===== config.mk =====
export PLATFORM = sky130hd
export DESIGN_NAME = rv_core
export DESIGN_NICKNAME = d
export VERILOG_FILES = /design/src/common/rv_isa_pkg.sv /design/src/common/pipe_pkg.sv /design/src/verilog/fetch_stage.sv /design/src/decode/decode_stage.sv /design/src/decode/reg_file.sv /design/src/execute/alu.sv /design/src/execute/execute_stage.sv /design/src/verilog/rv_core.sv
export VERILOG_INCLUDE_DIRS = /design/src /design/src/common
export SDC_FILE = /design/constraint.sdc
export NUM_CORES = 2
export LEC_CHECK = 0
export BUFFER_PORTS_ARGS = -buffer_cell sky130_fd_sc_hd__buf_2
export CORE_MARGIN = 8
export CORE_UTILIZATION = 40
export CTS_CLUSTER_SIZE = 28
export DETAILED_ROUTE_END_ITERATION = 8
export SLEW_MARGIN = 20
export SYNTH_ARGS = -nofsm -noshare
export SYNTH_HDL_FRONTEND = slang
export SYNTH_HIERARCHICAL = 1
export SYNTH_SLANG_ARGS = --single-unit

===== constraint.sdc =====
create_clock -name clk -period 68.3 [get_ports clk]
set_input_delay 3.415 -clock clk [delete_from_list [all_inputs] [get_ports clk]]
set_output_delay 3.415 -clock clk [all_outputs]
set_load 0.01 [all_outputs]

===== src/common/core_cfg.svh =====
// Assumes RV32 with XLEN fixed at 32 and a word-aligned RESET_PC
`ifndef CORE_CFG_SVH
`define CORE_CFG_SVH

// Datapath and register file sizing
`define XLEN      32            // Data and address width
`define REG_COUNT 32            // Architectural registers including x0

// Fetch sequencing
`define RESET_PC  32'h0000_0000 // First fetch address out of reset
`define PC_STEP   32'd4         // Bytes per instruction word

`endif


===== src/common/rv_isa_pkg.sv =====
// Covers only OP, OP-IMM, LUI and AUIPC and treats every other opcode as a bubble
`default_nettype none

`include "core_cfg.svh"

package rv_isa_pkg;

    typedef logic [`XLEN-1:0]             word_t;    // One data or address word
    typedef logic [$clog2(`REG_COUNT)-1:0] reg_idx_t; // x0 to x31

    // All-zero opcode field marks an empty slot
    localparam logic [6:0] OPCODE_BUBBLE = 7'b000_0000;

    typedef enum logic [6:0] {
        OP     = 7'b011_0011, // Register-register ALU
        OP_IMM = 7'b001_0011, // Register-immediate ALU
        LUI    = 7'b011_0111,
        AUIPC  = 7'b001_0111
    } opcode_e;

    // Same encoding as the older core's ALU select
    typedef enum logic [3:0] {
        ALU_ADD  = 4'b0000,
        ALU_SLL  = 4'b0001,
        ALU_SLT  = 4'b0010, // Signed compare
        ALU_SLTU = 4'b0011, // Unsigned compare
        ALU_XOR  = 4'b0100,
        ALU_SRL  = 4'b0101,
        ALU_OR   = 4'b0110,
        ALU_AND  = 4'b0111,
        ALU_SUB  = 4'b1000,
        ALU_SRA  = 4'b1001
    } alu_op_e;

    typedef enum logic [1:0] {
        SRC_A_REG  = 2'd0, // Forwarded rs1
        SRC_A_PC   = 2'd1, // AUIPC
        SRC_A_ZERO = 2'd2  // LUI
    } src_a_e;

endpackage

`default_nettype wire


===== src/common/pipe_pkg.sv =====
// Stage registers carry a valid bit only and have no stall or flush fields
`default_nettype none

package pipe_pkg;

    // Fetch to decode
    typedef struct packed {
        logic              valid;
        rv_isa_pkg::word_t pc;
        rv_isa_pkg::word_t instr;
    } if_id_t;

    // Decode to execute
    typedef struct packed {
        logic                 valid;
        rv_isa_pkg::word_t    pc;
        rv_isa_pkg::reg_idx_t rs1;      // Kept for forwarding compare
        rv_isa_pkg::reg_idx_t rs2;
        rv_isa_pkg::word_t    rs1_data; // Register file value after bypass
        rv_isa_pkg::word_t    rs2_data;
        rv_isa_pkg::word_t    imm;      // I-type or U-type, already extended
        rv_isa_pkg::alu_op_e  alu_op;
        rv_isa_pkg::src_a_e   src_a;
        logic                 use_imm;  // Operand B from imm instead of rs2
        rv_isa_pkg::reg_idx_t rd;
    } id_ex_t;

    // Execute to writeback, also the register file write port
    typedef struct packed {
        logic                 valid;
        rv_isa_pkg::word_t    pc;
        rv_isa_pkg::reg_idx_t rd;
        rv_isa_pkg::word_t    result;
    } ex_wb_t;

    // Retired instruction as seen from outside the core
    typedef struct packed {
        logic                 valid;
        rv_isa_pkg::word_t    pc;
        rv_isa_pkg::reg_idx_t rd;
        rv_isa_pkg::word_t    value;
    } retire_t;

endpackage

`default_nettype wire


===== src/verilog/fetch_stage.sv =====
// PC advances one word every clock with no redirect and imem_data must be valid in the same cycle
`default_nettype none

`include "core_cfg.svh"

module fetch_stage (
    input  wire                    clk,
    input  wire                    rst,
    output rv_isa_pkg::word_t      imem_addr,
    input  wire rv_isa_pkg::word_t imem_data,
    output pipe_pkg::if_id_t       if_id
);

    rv_isa_pkg::word_t pc_q;
    pipe_pkg::if_id_t  if_id_d;
    pipe_pkg::if_id_t  if_id_q;
    logic              valid_q;

    always_comb begin
        if_id_d.valid = (imem_data[6:0] != rv_isa_pkg::OPCODE_BUBBLE); // Zero opcode is a bubble
        if_id_d.pc    = pc_q;
        if_id_d.instr = imem_data;
    end

    always_ff @(posedge clk or posedge rst) begin
        if (rst) begin
            pc_q    <= `RESET_PC;
            valid_q <= 1'b0;
        end else begin
            pc_q    <= pc_q + `PC_STEP; // No branches so always sequential
            valid_q <= if_id_d.valid;
        end
    end

    always_ff @(posedge clk) begin
        if_id_q <= if_id_d;
    end

    assign imem_addr = pc_q;

    always_comb begin
        if_id       = if_id_q;
        if_id.valid = valid_q; // Only the reset flop decides validity
    end

    // Fetch address must stay word aligned across the whole run
    a_pc_aligned : assert property (@(posedge clk) disable iff (rst)
        imem_addr[1:0] == 2'b00);

endmodule

`default_nettype wire


===== src/decode/decode_stage.sv =====
// Unsupported opcodes and funct7 values outside the base set decode as bubbles or as the nearest op
`default_nettype none

module decode_stage (
    input  wire                    clk,
    input  wire                    rst,
    input  wire pipe_pkg::if_id_t  if_id,
    output rv_isa_pkg::reg_idx_t   rs1_idx,
    output rv_isa_pkg::reg_idx_t   rs2_idx,
    input  wire rv_isa_pkg::word_t rs1_data,
    input  wire rv_isa_pkg::word_t rs2_data,
    output pipe_pkg::id_ex_t       id_ex
);

    // funct3 to ALU op, bit 30 selects SUB only for OP and SRA for both
    function automatic rv_isa_pkg::alu_op_e alu_op_of(input logic [2:0] funct3,
                                                       input logic       alt,
                                                       input logic       is_reg);
        rv_isa_pkg::alu_op_e op;
        op = rv_isa_pkg::ALU_ADD;
        case (funct3)
            3'b000: op = (alt && is_reg) ? rv_isa_pkg::ALU_SUB : rv_isa_pkg::ALU_ADD;
            3'b001: op = rv_isa_pkg::ALU_SLL;
            3'b010: op = rv_isa_pkg::ALU_SLT;
            3'b011: op = rv_isa_pkg::ALU_SLTU;
            3'b100: op = rv_isa_pkg::ALU_XOR;
            3'b101: op = alt ? rv_isa_pkg::ALU_SRA : rv_isa_pkg::ALU_SRL;
            3'b110: op = rv_isa_pkg::ALU_OR;
            3'b111: op = rv_isa_pkg::ALU_AND;
        endcase
        return op;
    endfunction

    rv_isa_pkg::opcode_e opcode;
    logic [2:0]          funct3;
    logic                funct7_b30;
    rv_isa_pkg::word_t   imm_i;
    rv_isa_pkg::word_t   imm_u;
    pipe_pkg::id_ex_t    id_ex_d;
    pipe_pkg::id_ex_t    id_ex_q;
    logic                valid_q;

    assign opcode     = rv_isa_pkg::opcode_e'(if_id.instr[6:0]);
    assign funct3     = if_id.instr[14:12];
    assign funct7_b30 = if_id.instr[30];
    assign rs1_idx    = if_id.instr[19:15]; // Straight to the register file
    assign rs2_idx    = if_id.instr[24:20];
    assign imm_i      = {{20{if_id.instr[31]}}, if_id.instr[31:20]}; // Sign extended
    assign imm_u      = {if_id.instr[31:12], 12'b0};

    always_comb begin
        id_ex_d.valid    = if_id.valid;
        id_ex_d.pc       = if_id.pc;
        id_ex_d.rs1      = rs1_idx;
        id_ex_d.rs2      = rs2_idx;
        id_ex_d.rs1_data = rs1_data;
        id_ex_d.rs2_data = rs2_data;
        id_ex_d.imm      = imm_i;
        id_ex_d.alu_op   = rv_isa_pkg::ALU_ADD;
        id_ex_d.src_a    = rv_isa_pkg::SRC_A_REG;
        id_ex_d.use_imm  = 1'b0;
        id_ex_d.rd       = if_id.instr[11:7];
        case (opcode)
            rv_isa_pkg::OP: begin
                id_ex_d.alu_op = alu_op_of(funct3, funct7_b30, 1'b1);
            end
            rv_isa_pkg::OP_IMM: begin
                id_ex_d.alu_op  = alu_op_of(funct3, funct7_b30, 1'b0);
                id_ex_d.use_imm = 1'b1; // Shift amount sits in imm[4:0]
            end
            rv_isa_pkg::LUI: begin
                id_ex_d.imm     = imm_u;
                id_ex_d.src_a   = rv_isa_pkg::SRC_A_ZERO; // 0 + imm
                id_ex_d.use_imm = 1'b1;
            end
            rv_isa_pkg::AUIPC: begin
                id_ex_d.imm     = imm_u;
                id_ex_d.src_a   = rv_isa_pkg::SRC_A_PC; // pc + imm
                id_ex_d.use_imm = 1'b1;
            end
            default: id_ex_d.valid = 1'b0; // Not a kept group
        endcase
    end

    always_ff @(posedge clk or posedge rst) begin
        if (rst) begin
            valid_q <= 1'b0;
        end else begin
            valid_q <= id_ex_d.valid;
        end
    end

    always_ff @(posedge clk) begin
        id_ex_q <= id_ex_d;
    end

    always_comb begin
        id_ex       = id_ex_q;
        id_ex.valid = valid_q;
    end

endmodule

`default_nettype wire


===== src/decode/reg_file.sv =====
// Two combinational read ports with write-through and one write port fed by writeback
`default_nettype none

`include "core_cfg.svh"

module reg_file (
    input  wire                       clk,
    input  wire                       rst,
    input  wire rv_isa_pkg::reg_idx_t rs1_idx,
    input  wire rv_isa_pkg::reg_idx_t rs2_idx,
    output rv_isa_pkg::word_t         rs1_data,
    output rv_isa_pkg::word_t         rs2_data,
    input  wire pipe_pkg::ex_wb_t     wb
);

    rv_isa_pkg::word_t regs [`REG_COUNT];
    logic              wr_en;

    assign wr_en = wb.valid && (wb.rd != '0); // x0 is never written

    // x0 first, then the write landing this cycle, then the array
    function automatic rv_isa_pkg::word_t read_port(input rv_isa_pkg::reg_idx_t idx);
        rv_isa_pkg::word_t val;
        if (idx == '0) begin
            val = '0;
        end else if (wr_en && (wb.rd == idx)) begin
            val = wb.result;
        end else begin
            val = regs[idx];
        end
        return val;
    endfunction

    always_comb begin
        rs1_data = read_port(rs1_idx);
        rs2_data = read_port(rs2_idx);
    end

    always_ff @(posedge clk or posedge rst) begin
        if (rst) begin
            for (int i = 0; i < `REG_COUNT; i++) begin
                regs[i] <= '0;
            end
        end else if (wr_en) begin
            regs[wb.rd] <= wb.result;
        end
    end

    // A retire aimed at x0 must leave it zero
    a_x0_zero : assert property (@(posedge clk) disable iff (rst)
        (wb.valid && wb.rd == '0) |=> (regs[0] == '0));

endmodule

`default_nettype wire


===== src/execute/alu.sv =====
// Purely combinational and uses only the low 5 bits of b as the shift amount
`default_nettype none

module alu (
    input  wire rv_isa_pkg::word_t   a,
    input  wire rv_isa_pkg::word_t   b,
    input  wire rv_isa_pkg::alu_op_e op,
    output rv_isa_pkg::word_t        result
);

    logic [4:0] shamt;

    assign shamt = b[4:0];

    always_comb begin
        case (op)
            rv_isa_pkg::ALU_ADD: begin
                result = a + b;
            end
            rv_isa_pkg::ALU_SUB: begin
                result = a - b;
            end
            rv_isa_pkg::ALU_SLL: begin
                result = a << shamt;
            end
            rv_isa_pkg::ALU_SLT: begin
                result = rv_isa_pkg::word_t'($signed(a) < $signed(b)); // Signed
            end
            rv_isa_pkg::ALU_SLTU: begin
                result = rv_isa_pkg::word_t'(a < b);
            end
            rv_isa_pkg::ALU_XOR: begin
                result = a ^ b;
            end
            rv_isa_pkg::ALU_SRL: begin
                result = a >> shamt;
            end
            rv_isa_pkg::ALU_SRA: begin
                result = rv_isa_pkg::word_t'($signed(a) >>> shamt); // Keeps sign bit
            end
            rv_isa_pkg::ALU_OR: begin
                result = a | b;
            end
            rv_isa_pkg::ALU_AND: begin
                result = a & b;
            end
            default: begin
                result = '0;
            end
        endcase
    end

endmodule

`default_nettype wire


===== src/execute/execute_stage.sv =====
// Forwards from writeback only so it relies on the register file bypass for distance two
`default_nettype none

module execute_stage (
    input  wire                   clk,
    input  wire                   rst,
    input  wire pipe_pkg::id_ex_t id_ex,
    output pipe_pkg::ex_wb_t      ex_wb
);

    rv_isa_pkg::word_t rs1_val;
    rv_isa_pkg::word_t rs2_val;
    rv_isa_pkg::word_t op_a;
    rv_isa_pkg::word_t op_b;
    rv_isa_pkg::word_t alu_result;
    logic              fwd_rs1;
    logic              fwd_rs2;
    pipe_pkg::ex_wb_t  ex_wb_d;
    pipe_pkg::ex_wb_t  ex_wb_q;
    logic              valid_q;

    // Previous instruction sits in ex_wb and may not be in the file yet
    assign fwd_rs1 = ex_wb.valid && (ex_wb.rd != '0) && (ex_wb.rd == id_ex.rs1);
    assign fwd_rs2 = ex_wb.valid && (ex_wb.rd != '0) && (ex_wb.rd == id_ex.rs2);
    assign rs1_val = fwd_rs1 ? ex_wb.result : id_ex.rs1_data;
    assign rs2_val = fwd_rs2 ? ex_wb.result : id_ex.rs2_data;

    always_comb begin
        case (id_ex.src_a)
            rv_isa_pkg::SRC_A_PC:   op_a = id_ex.pc;
            rv_isa_pkg::SRC_A_ZERO: op_a = '0;
            default:                op_a = rv_isa_pkg::word_t'(rs1_val);
        endcase
    end

    assign op_b = id_ex.use_imm ? id_ex.imm : rs2_val;

    alu u_alu (
        .a      (op_a),
        .b      (op_b),
        .op     (id_ex.alu_op),
        .result (alu_result)
    );

    assign ex_wb_d = '{valid: id_ex.valid, pc: id_ex.pc, rd: id_ex.rd, result: alu_result};

    always_ff @(posedge clk or posedge rst) begin
        if (rst) begin
            valid_q <= 1'b0;
        end else begin
            valid_q <= ex_wb_d.valid;
        end
    end

    always_ff @(posedge clk) begin
        ex_wb_q <= ex_wb_d;
    end

    always_comb begin
        ex_wb       = ex_wb_q;
        ex_wb.valid = valid_q; // Retire and write enable
    end

    // Decode must hand over a defined operation with every valid slot
    a_alu_op_known : assert property (@(posedge clk) disable iff (rst)
        id_ex.valid |-> !$isunknown(id_ex.alu_op));

endmodule

`default_nettype wire


===== src/verilog/rv_core.sv =====
// Instruction memory sits outside and must answer imem_addr combinationally in the same cycle
`default_nettype none

module rv_core (
    input  wire                    clk,
    input  wire                    rst,
    output rv_isa_pkg::word_t      imem_addr,
    input  wire rv_isa_pkg::word_t imem_data,
    output pipe_pkg::retire_t      retire
);

    pipe_pkg::if_id_t     if_id;
    pipe_pkg::id_ex_t     id_ex;
    pipe_pkg::ex_wb_t     ex_wb;
    rv_isa_pkg::reg_idx_t rs1_idx;
    rv_isa_pkg::reg_idx_t rs2_idx;
    rv_isa_pkg::word_t    rs1_data;
    rv_isa_pkg::word_t    rs2_data;

    fetch_stage u_fetch (
        .clk       (clk),
        .rst       (rst),
        .imem_addr (imem_addr),
        .imem_data (imem_data),
        .if_id     (if_id)
    );

    decode_stage u_decode (
        .clk      (clk),
        .rst      (rst),
        .if_id    (if_id),
        .rs1_idx  (rs1_idx),
        .rs2_idx  (rs2_idx),
        .rs1_data (rs1_data),
        .rs2_data (rs2_data),
        .id_ex    (id_ex)
    );

    // Written from writeback, read from decode
    reg_file u_regs (
        .clk      (clk),
        .rst      (rst),
        .rs1_idx  (rs1_idx),
        .rs2_idx  (rs2_idx),
        .rs1_data (rs1_data),
        .rs2_data (rs2_data),
        .wb       (ex_wb)
    );

    execute_stage u_execute (
        .clk   (clk),
        .rst   (rst),
        .id_ex (id_ex),
        .ex_wb (ex_wb)
    );

    assign retire = '{valid: ex_wb.valid, pc: ex_wb.pc, rd: ex_wb.rd, value: ex_wb.result};

endmodule

`default_nettype wire


==> impl_metrics.toml <==
[timing]
min_period_over_period_pct = 9.186
rsz0062_at_grt = "false"
setup_tns_ns = 0
tightest_slew_ns = 1.183
hold_slack_ns = 0.3071
relSlewSlack_pct = 20.87
layout_setup_ws_ns = 62.03
final_hold_viol_count = 0
drv_slew = 0
finalClockSkew_ns = 0.04664
setup_violations = 0
period_needed_ns = 6.274
max_freq_mhz = 159.4

[route]
num_vias = 52920
wl_um = 272100
routed_via_density = 6.429
dr.pass1.iters = 6
wl_per_cell_um = 33.05
drc_errors = 0
drtIter0Drc = 5906
postRouteAntennaNets = 0

[setup_path]
crit_top_cell = "buf_4"
critPathTopFamily = "compound AO/OA/AOI/OAI gates"
crit_path_end_kind = "register"
timing.rr.start = "u_execute/ex_wb[34]$_DFF_P_"
cp_cell_sequence = "xor2_1 > nor3_1 > and4b_1 > buf_4 > a221o_2 > buf_4 > inv_1 > buf_4 > ha_1 > o21bai_1 > a211o_1 > nand3_1 > a31oi_1 > o41ai_2 > o311ai_0 > a21oi_1 > xnor2_1 > o21ai_0"
cp.required_ns = 68.98
slowest_stage = "dfxtp_1"
crit_type = "register to register"
cp.arrival_ns = 6.95
max_stage_delay_ns = 0.78
critPathLaunchType = "register"
cp_max_fo = 66
cp_num_buf_inv = 4
crit_path_start = "u_execute/ex_wb[34]$_DFF_P_"

[layout]
drive_gt1_share_pct = 35.01
final_common_cell = "dfrtp_1"
seq_area_um2 = 32110
fin_nets = 5869
layout_common_cells = "dfrtp_1, mux2_2, mux2i_1"
stdcell_count = 8231
area_growth_pct = 10.06
fillers = 16480
multi_input_area_um2 = 37700

[job]
drv_cap = 0

[logic_synthesis]
yosysSeqAreaShare_pct = 43.94
synth_cells = 5882
yosys_warnings = 6
synthArstFlopShare_pct = 79.00
syn-cell-area_um2 = 73000
synth_seq_cells = 1338
synth_cell_types = 104
ys.flop_type = "dfrtp_1"
avgSynthCellArea_um2 = 12.41
synth_enable_flop_cells = 0

[floorplanning]
die_x_um = 443.2
num_rows = 156
die_h_um = 443.2
floorplan.initialDensity_pct = 40.30
core_um2 = 181100
ios = 136
die_area_um2 = 196400

[cts]
cts-root-buf = "clkbuf_16"
numCtsBuffers = 148
tritoncts = "done"
cts_resized = 0
clk_pin_slew_ns = 0.07
clk_path_buf_depth = 3
clkSinkCount = 1338
cts_hold_buffers = 0
clock_latency_ns = 0.84
htreeDepth = 4
cts_setup_buffers = 0

[global_routing]
grt_max_degree = 171
grt_usage_pct = 26.74
grt-ovfl-total = 0
antenna_found_initial = 10
grt_pass1_vias = 52740
grt_pass1_wl_um = 388600

[power_and_ir_drop]
power_density_nw_per_um2 = 24.70
p_switching_mw = 0.5895
swShare_pct = 29.70
p_leak_nw = 36.51
intPower_mw = 1.395
vdd_drop_max_uv = 25.92
seq_power_share_pct = 42.5
combPwrFrac_pct = 15.8
pwr-share-clk_pct = 41.7

[placement]
io_buffers = 133
hpwlAfterDp_um = 168800
post-place-ws_ns = 61.34
place_inst = 7951
gp_congestion = 0.9664

[min_path]
hp-class = "register to register"
holdCritStartpoint = "u_fetch/if_id[45]$_DFF_P_"

[run_status]
status = "completed"
[layer usage]
layer	global-route usage (%)	vias to the layer above	wire length (µm)
li1	-	21830	-
met1	34.46	27690	107700
met2	41.96	2664	123700
met3	5.309	733	21920
met4	15.67	2	18710
met5	0	-	20
[power groups by stage]
stage,Clock (mW),Combinational [mW],Sequential (mW)
6_report,0.828,0.314,0.843
5_1_grt,0.873,0.330,0.845
4_1_cts,0.842,0.309,0.842
3_5_place_dp,0,0.308,0.857
3_3_place_gp,0,0.306,0.855
2_1_floorplan,0,0.192,0.854
[stage by stage]
stage / cell area [µm²] / power, mW / util, %
3_5_place_dp: 75260 / 1.164 / 41.55
5_1_grt: 80320 / 2.048 / 44.34
2_1_floorplan: 73010 / 1.046 / -
6_report: 80340 / 1.984 / 44.35
3_3_place_gp: 75260 / 1.162 / 41.55
4_1_cts: 80290 / 1.992 / 44.33
[final cells by class]
cell class                 count  area share, %
antenna                        8        0.02492
inverter                     112         0.5326
sequential                  1338          39.97
clock inverter                57         0.8519
clock buffer                 214          5.409
multi-input combinational   3820          46.92
timing repair buffer         312          2.599
tap                         2370          3.691
[worst register-to-register path, cell delays in order (launching register included)]
cell      delay [ns]
dfxtp_1         0.78
xor2_1          0.15
nor3_1          0.44
and4b_1         0.26
buf_4           0.38
a221o_2         0.29
buf_4           0.53
inv_1           0.13
buf_4           0.34
ha_1            0.56
o21bai_1        0.14
a211o_1         0.36
nand3_1         0.13
a31oi_1         0.18
o41ai_2         0.78
o311ai_0        0.24
a21oi_1         0.23
xnor2_1         0.14
o21ai_0         0.11
[worst paths after layout]
kind                                                     end  slack [ns]  cells past startpoint
worst max-delay path             u_execute/ex_wb[26]$_DFF_P_       62.03                     18
worst min-delay path             u_decode/id_ex[131]$_DFF_P_        0.31                      0
worst max register to register   u_execute/ex_wb[26]$_DFF_P_       62.03                     18
worst min register to register   u_decode/id_ex[131]$_DFF_P_        0.31                      0
max in group asynchronous       u_regs/regs[800]$_DFFE_PP0P_       62.25                      5
min in group asynchronous        u_execute/valid_q$_DFF_PP0_        2.51                      2
[cells in the mapped netlist, drive strengths merged (101+ instances only)]
cell type     n  share of area, %
a21oi       174               1.2
a221o       106               1.5
buf         314               2.7
clkbuf      301               1.6
dfrtp      1057                36
dfxtp       281               7.7
ha          101               1.7
inv         111              0.57
mux2       1011                16
mux2i       395               5.4
mux4        392                12
nand2       158              0.82
nor2        285               1.5
o21ai       173               1.2
[kinds of logic after synthesis]
| group | count (synthesis) | synth area share [%] |
|---|---|---|
| AOI/OAI and AO/OA | 960 | 9.355 |
| xor gates and xnor gates | 77 | 0.9239 |
| adders and majority gates | 103 | 1.786 |
| buffers and inverters | 727 | 4.796 |
| DFF | 1338 | 43.94 |
| muxes | 1798 | 33.16 |
| other | 1 | 0.005137 |
| and+or+nand+nor | 878 | 6.035 |
[registers in the layout (all words and copies together) (netlist names)]
signal	cells
u_execute/ex_wb	69
u_decode/id_ex	150
u_fetch/if_id	62
u_fetch/valid_q	1
u_regs/regs	1024
u_execute/valid_q	1
u_fetch/imem_addr	30
u_decode/valid_q	1
(Power assumes the default switching activity.)
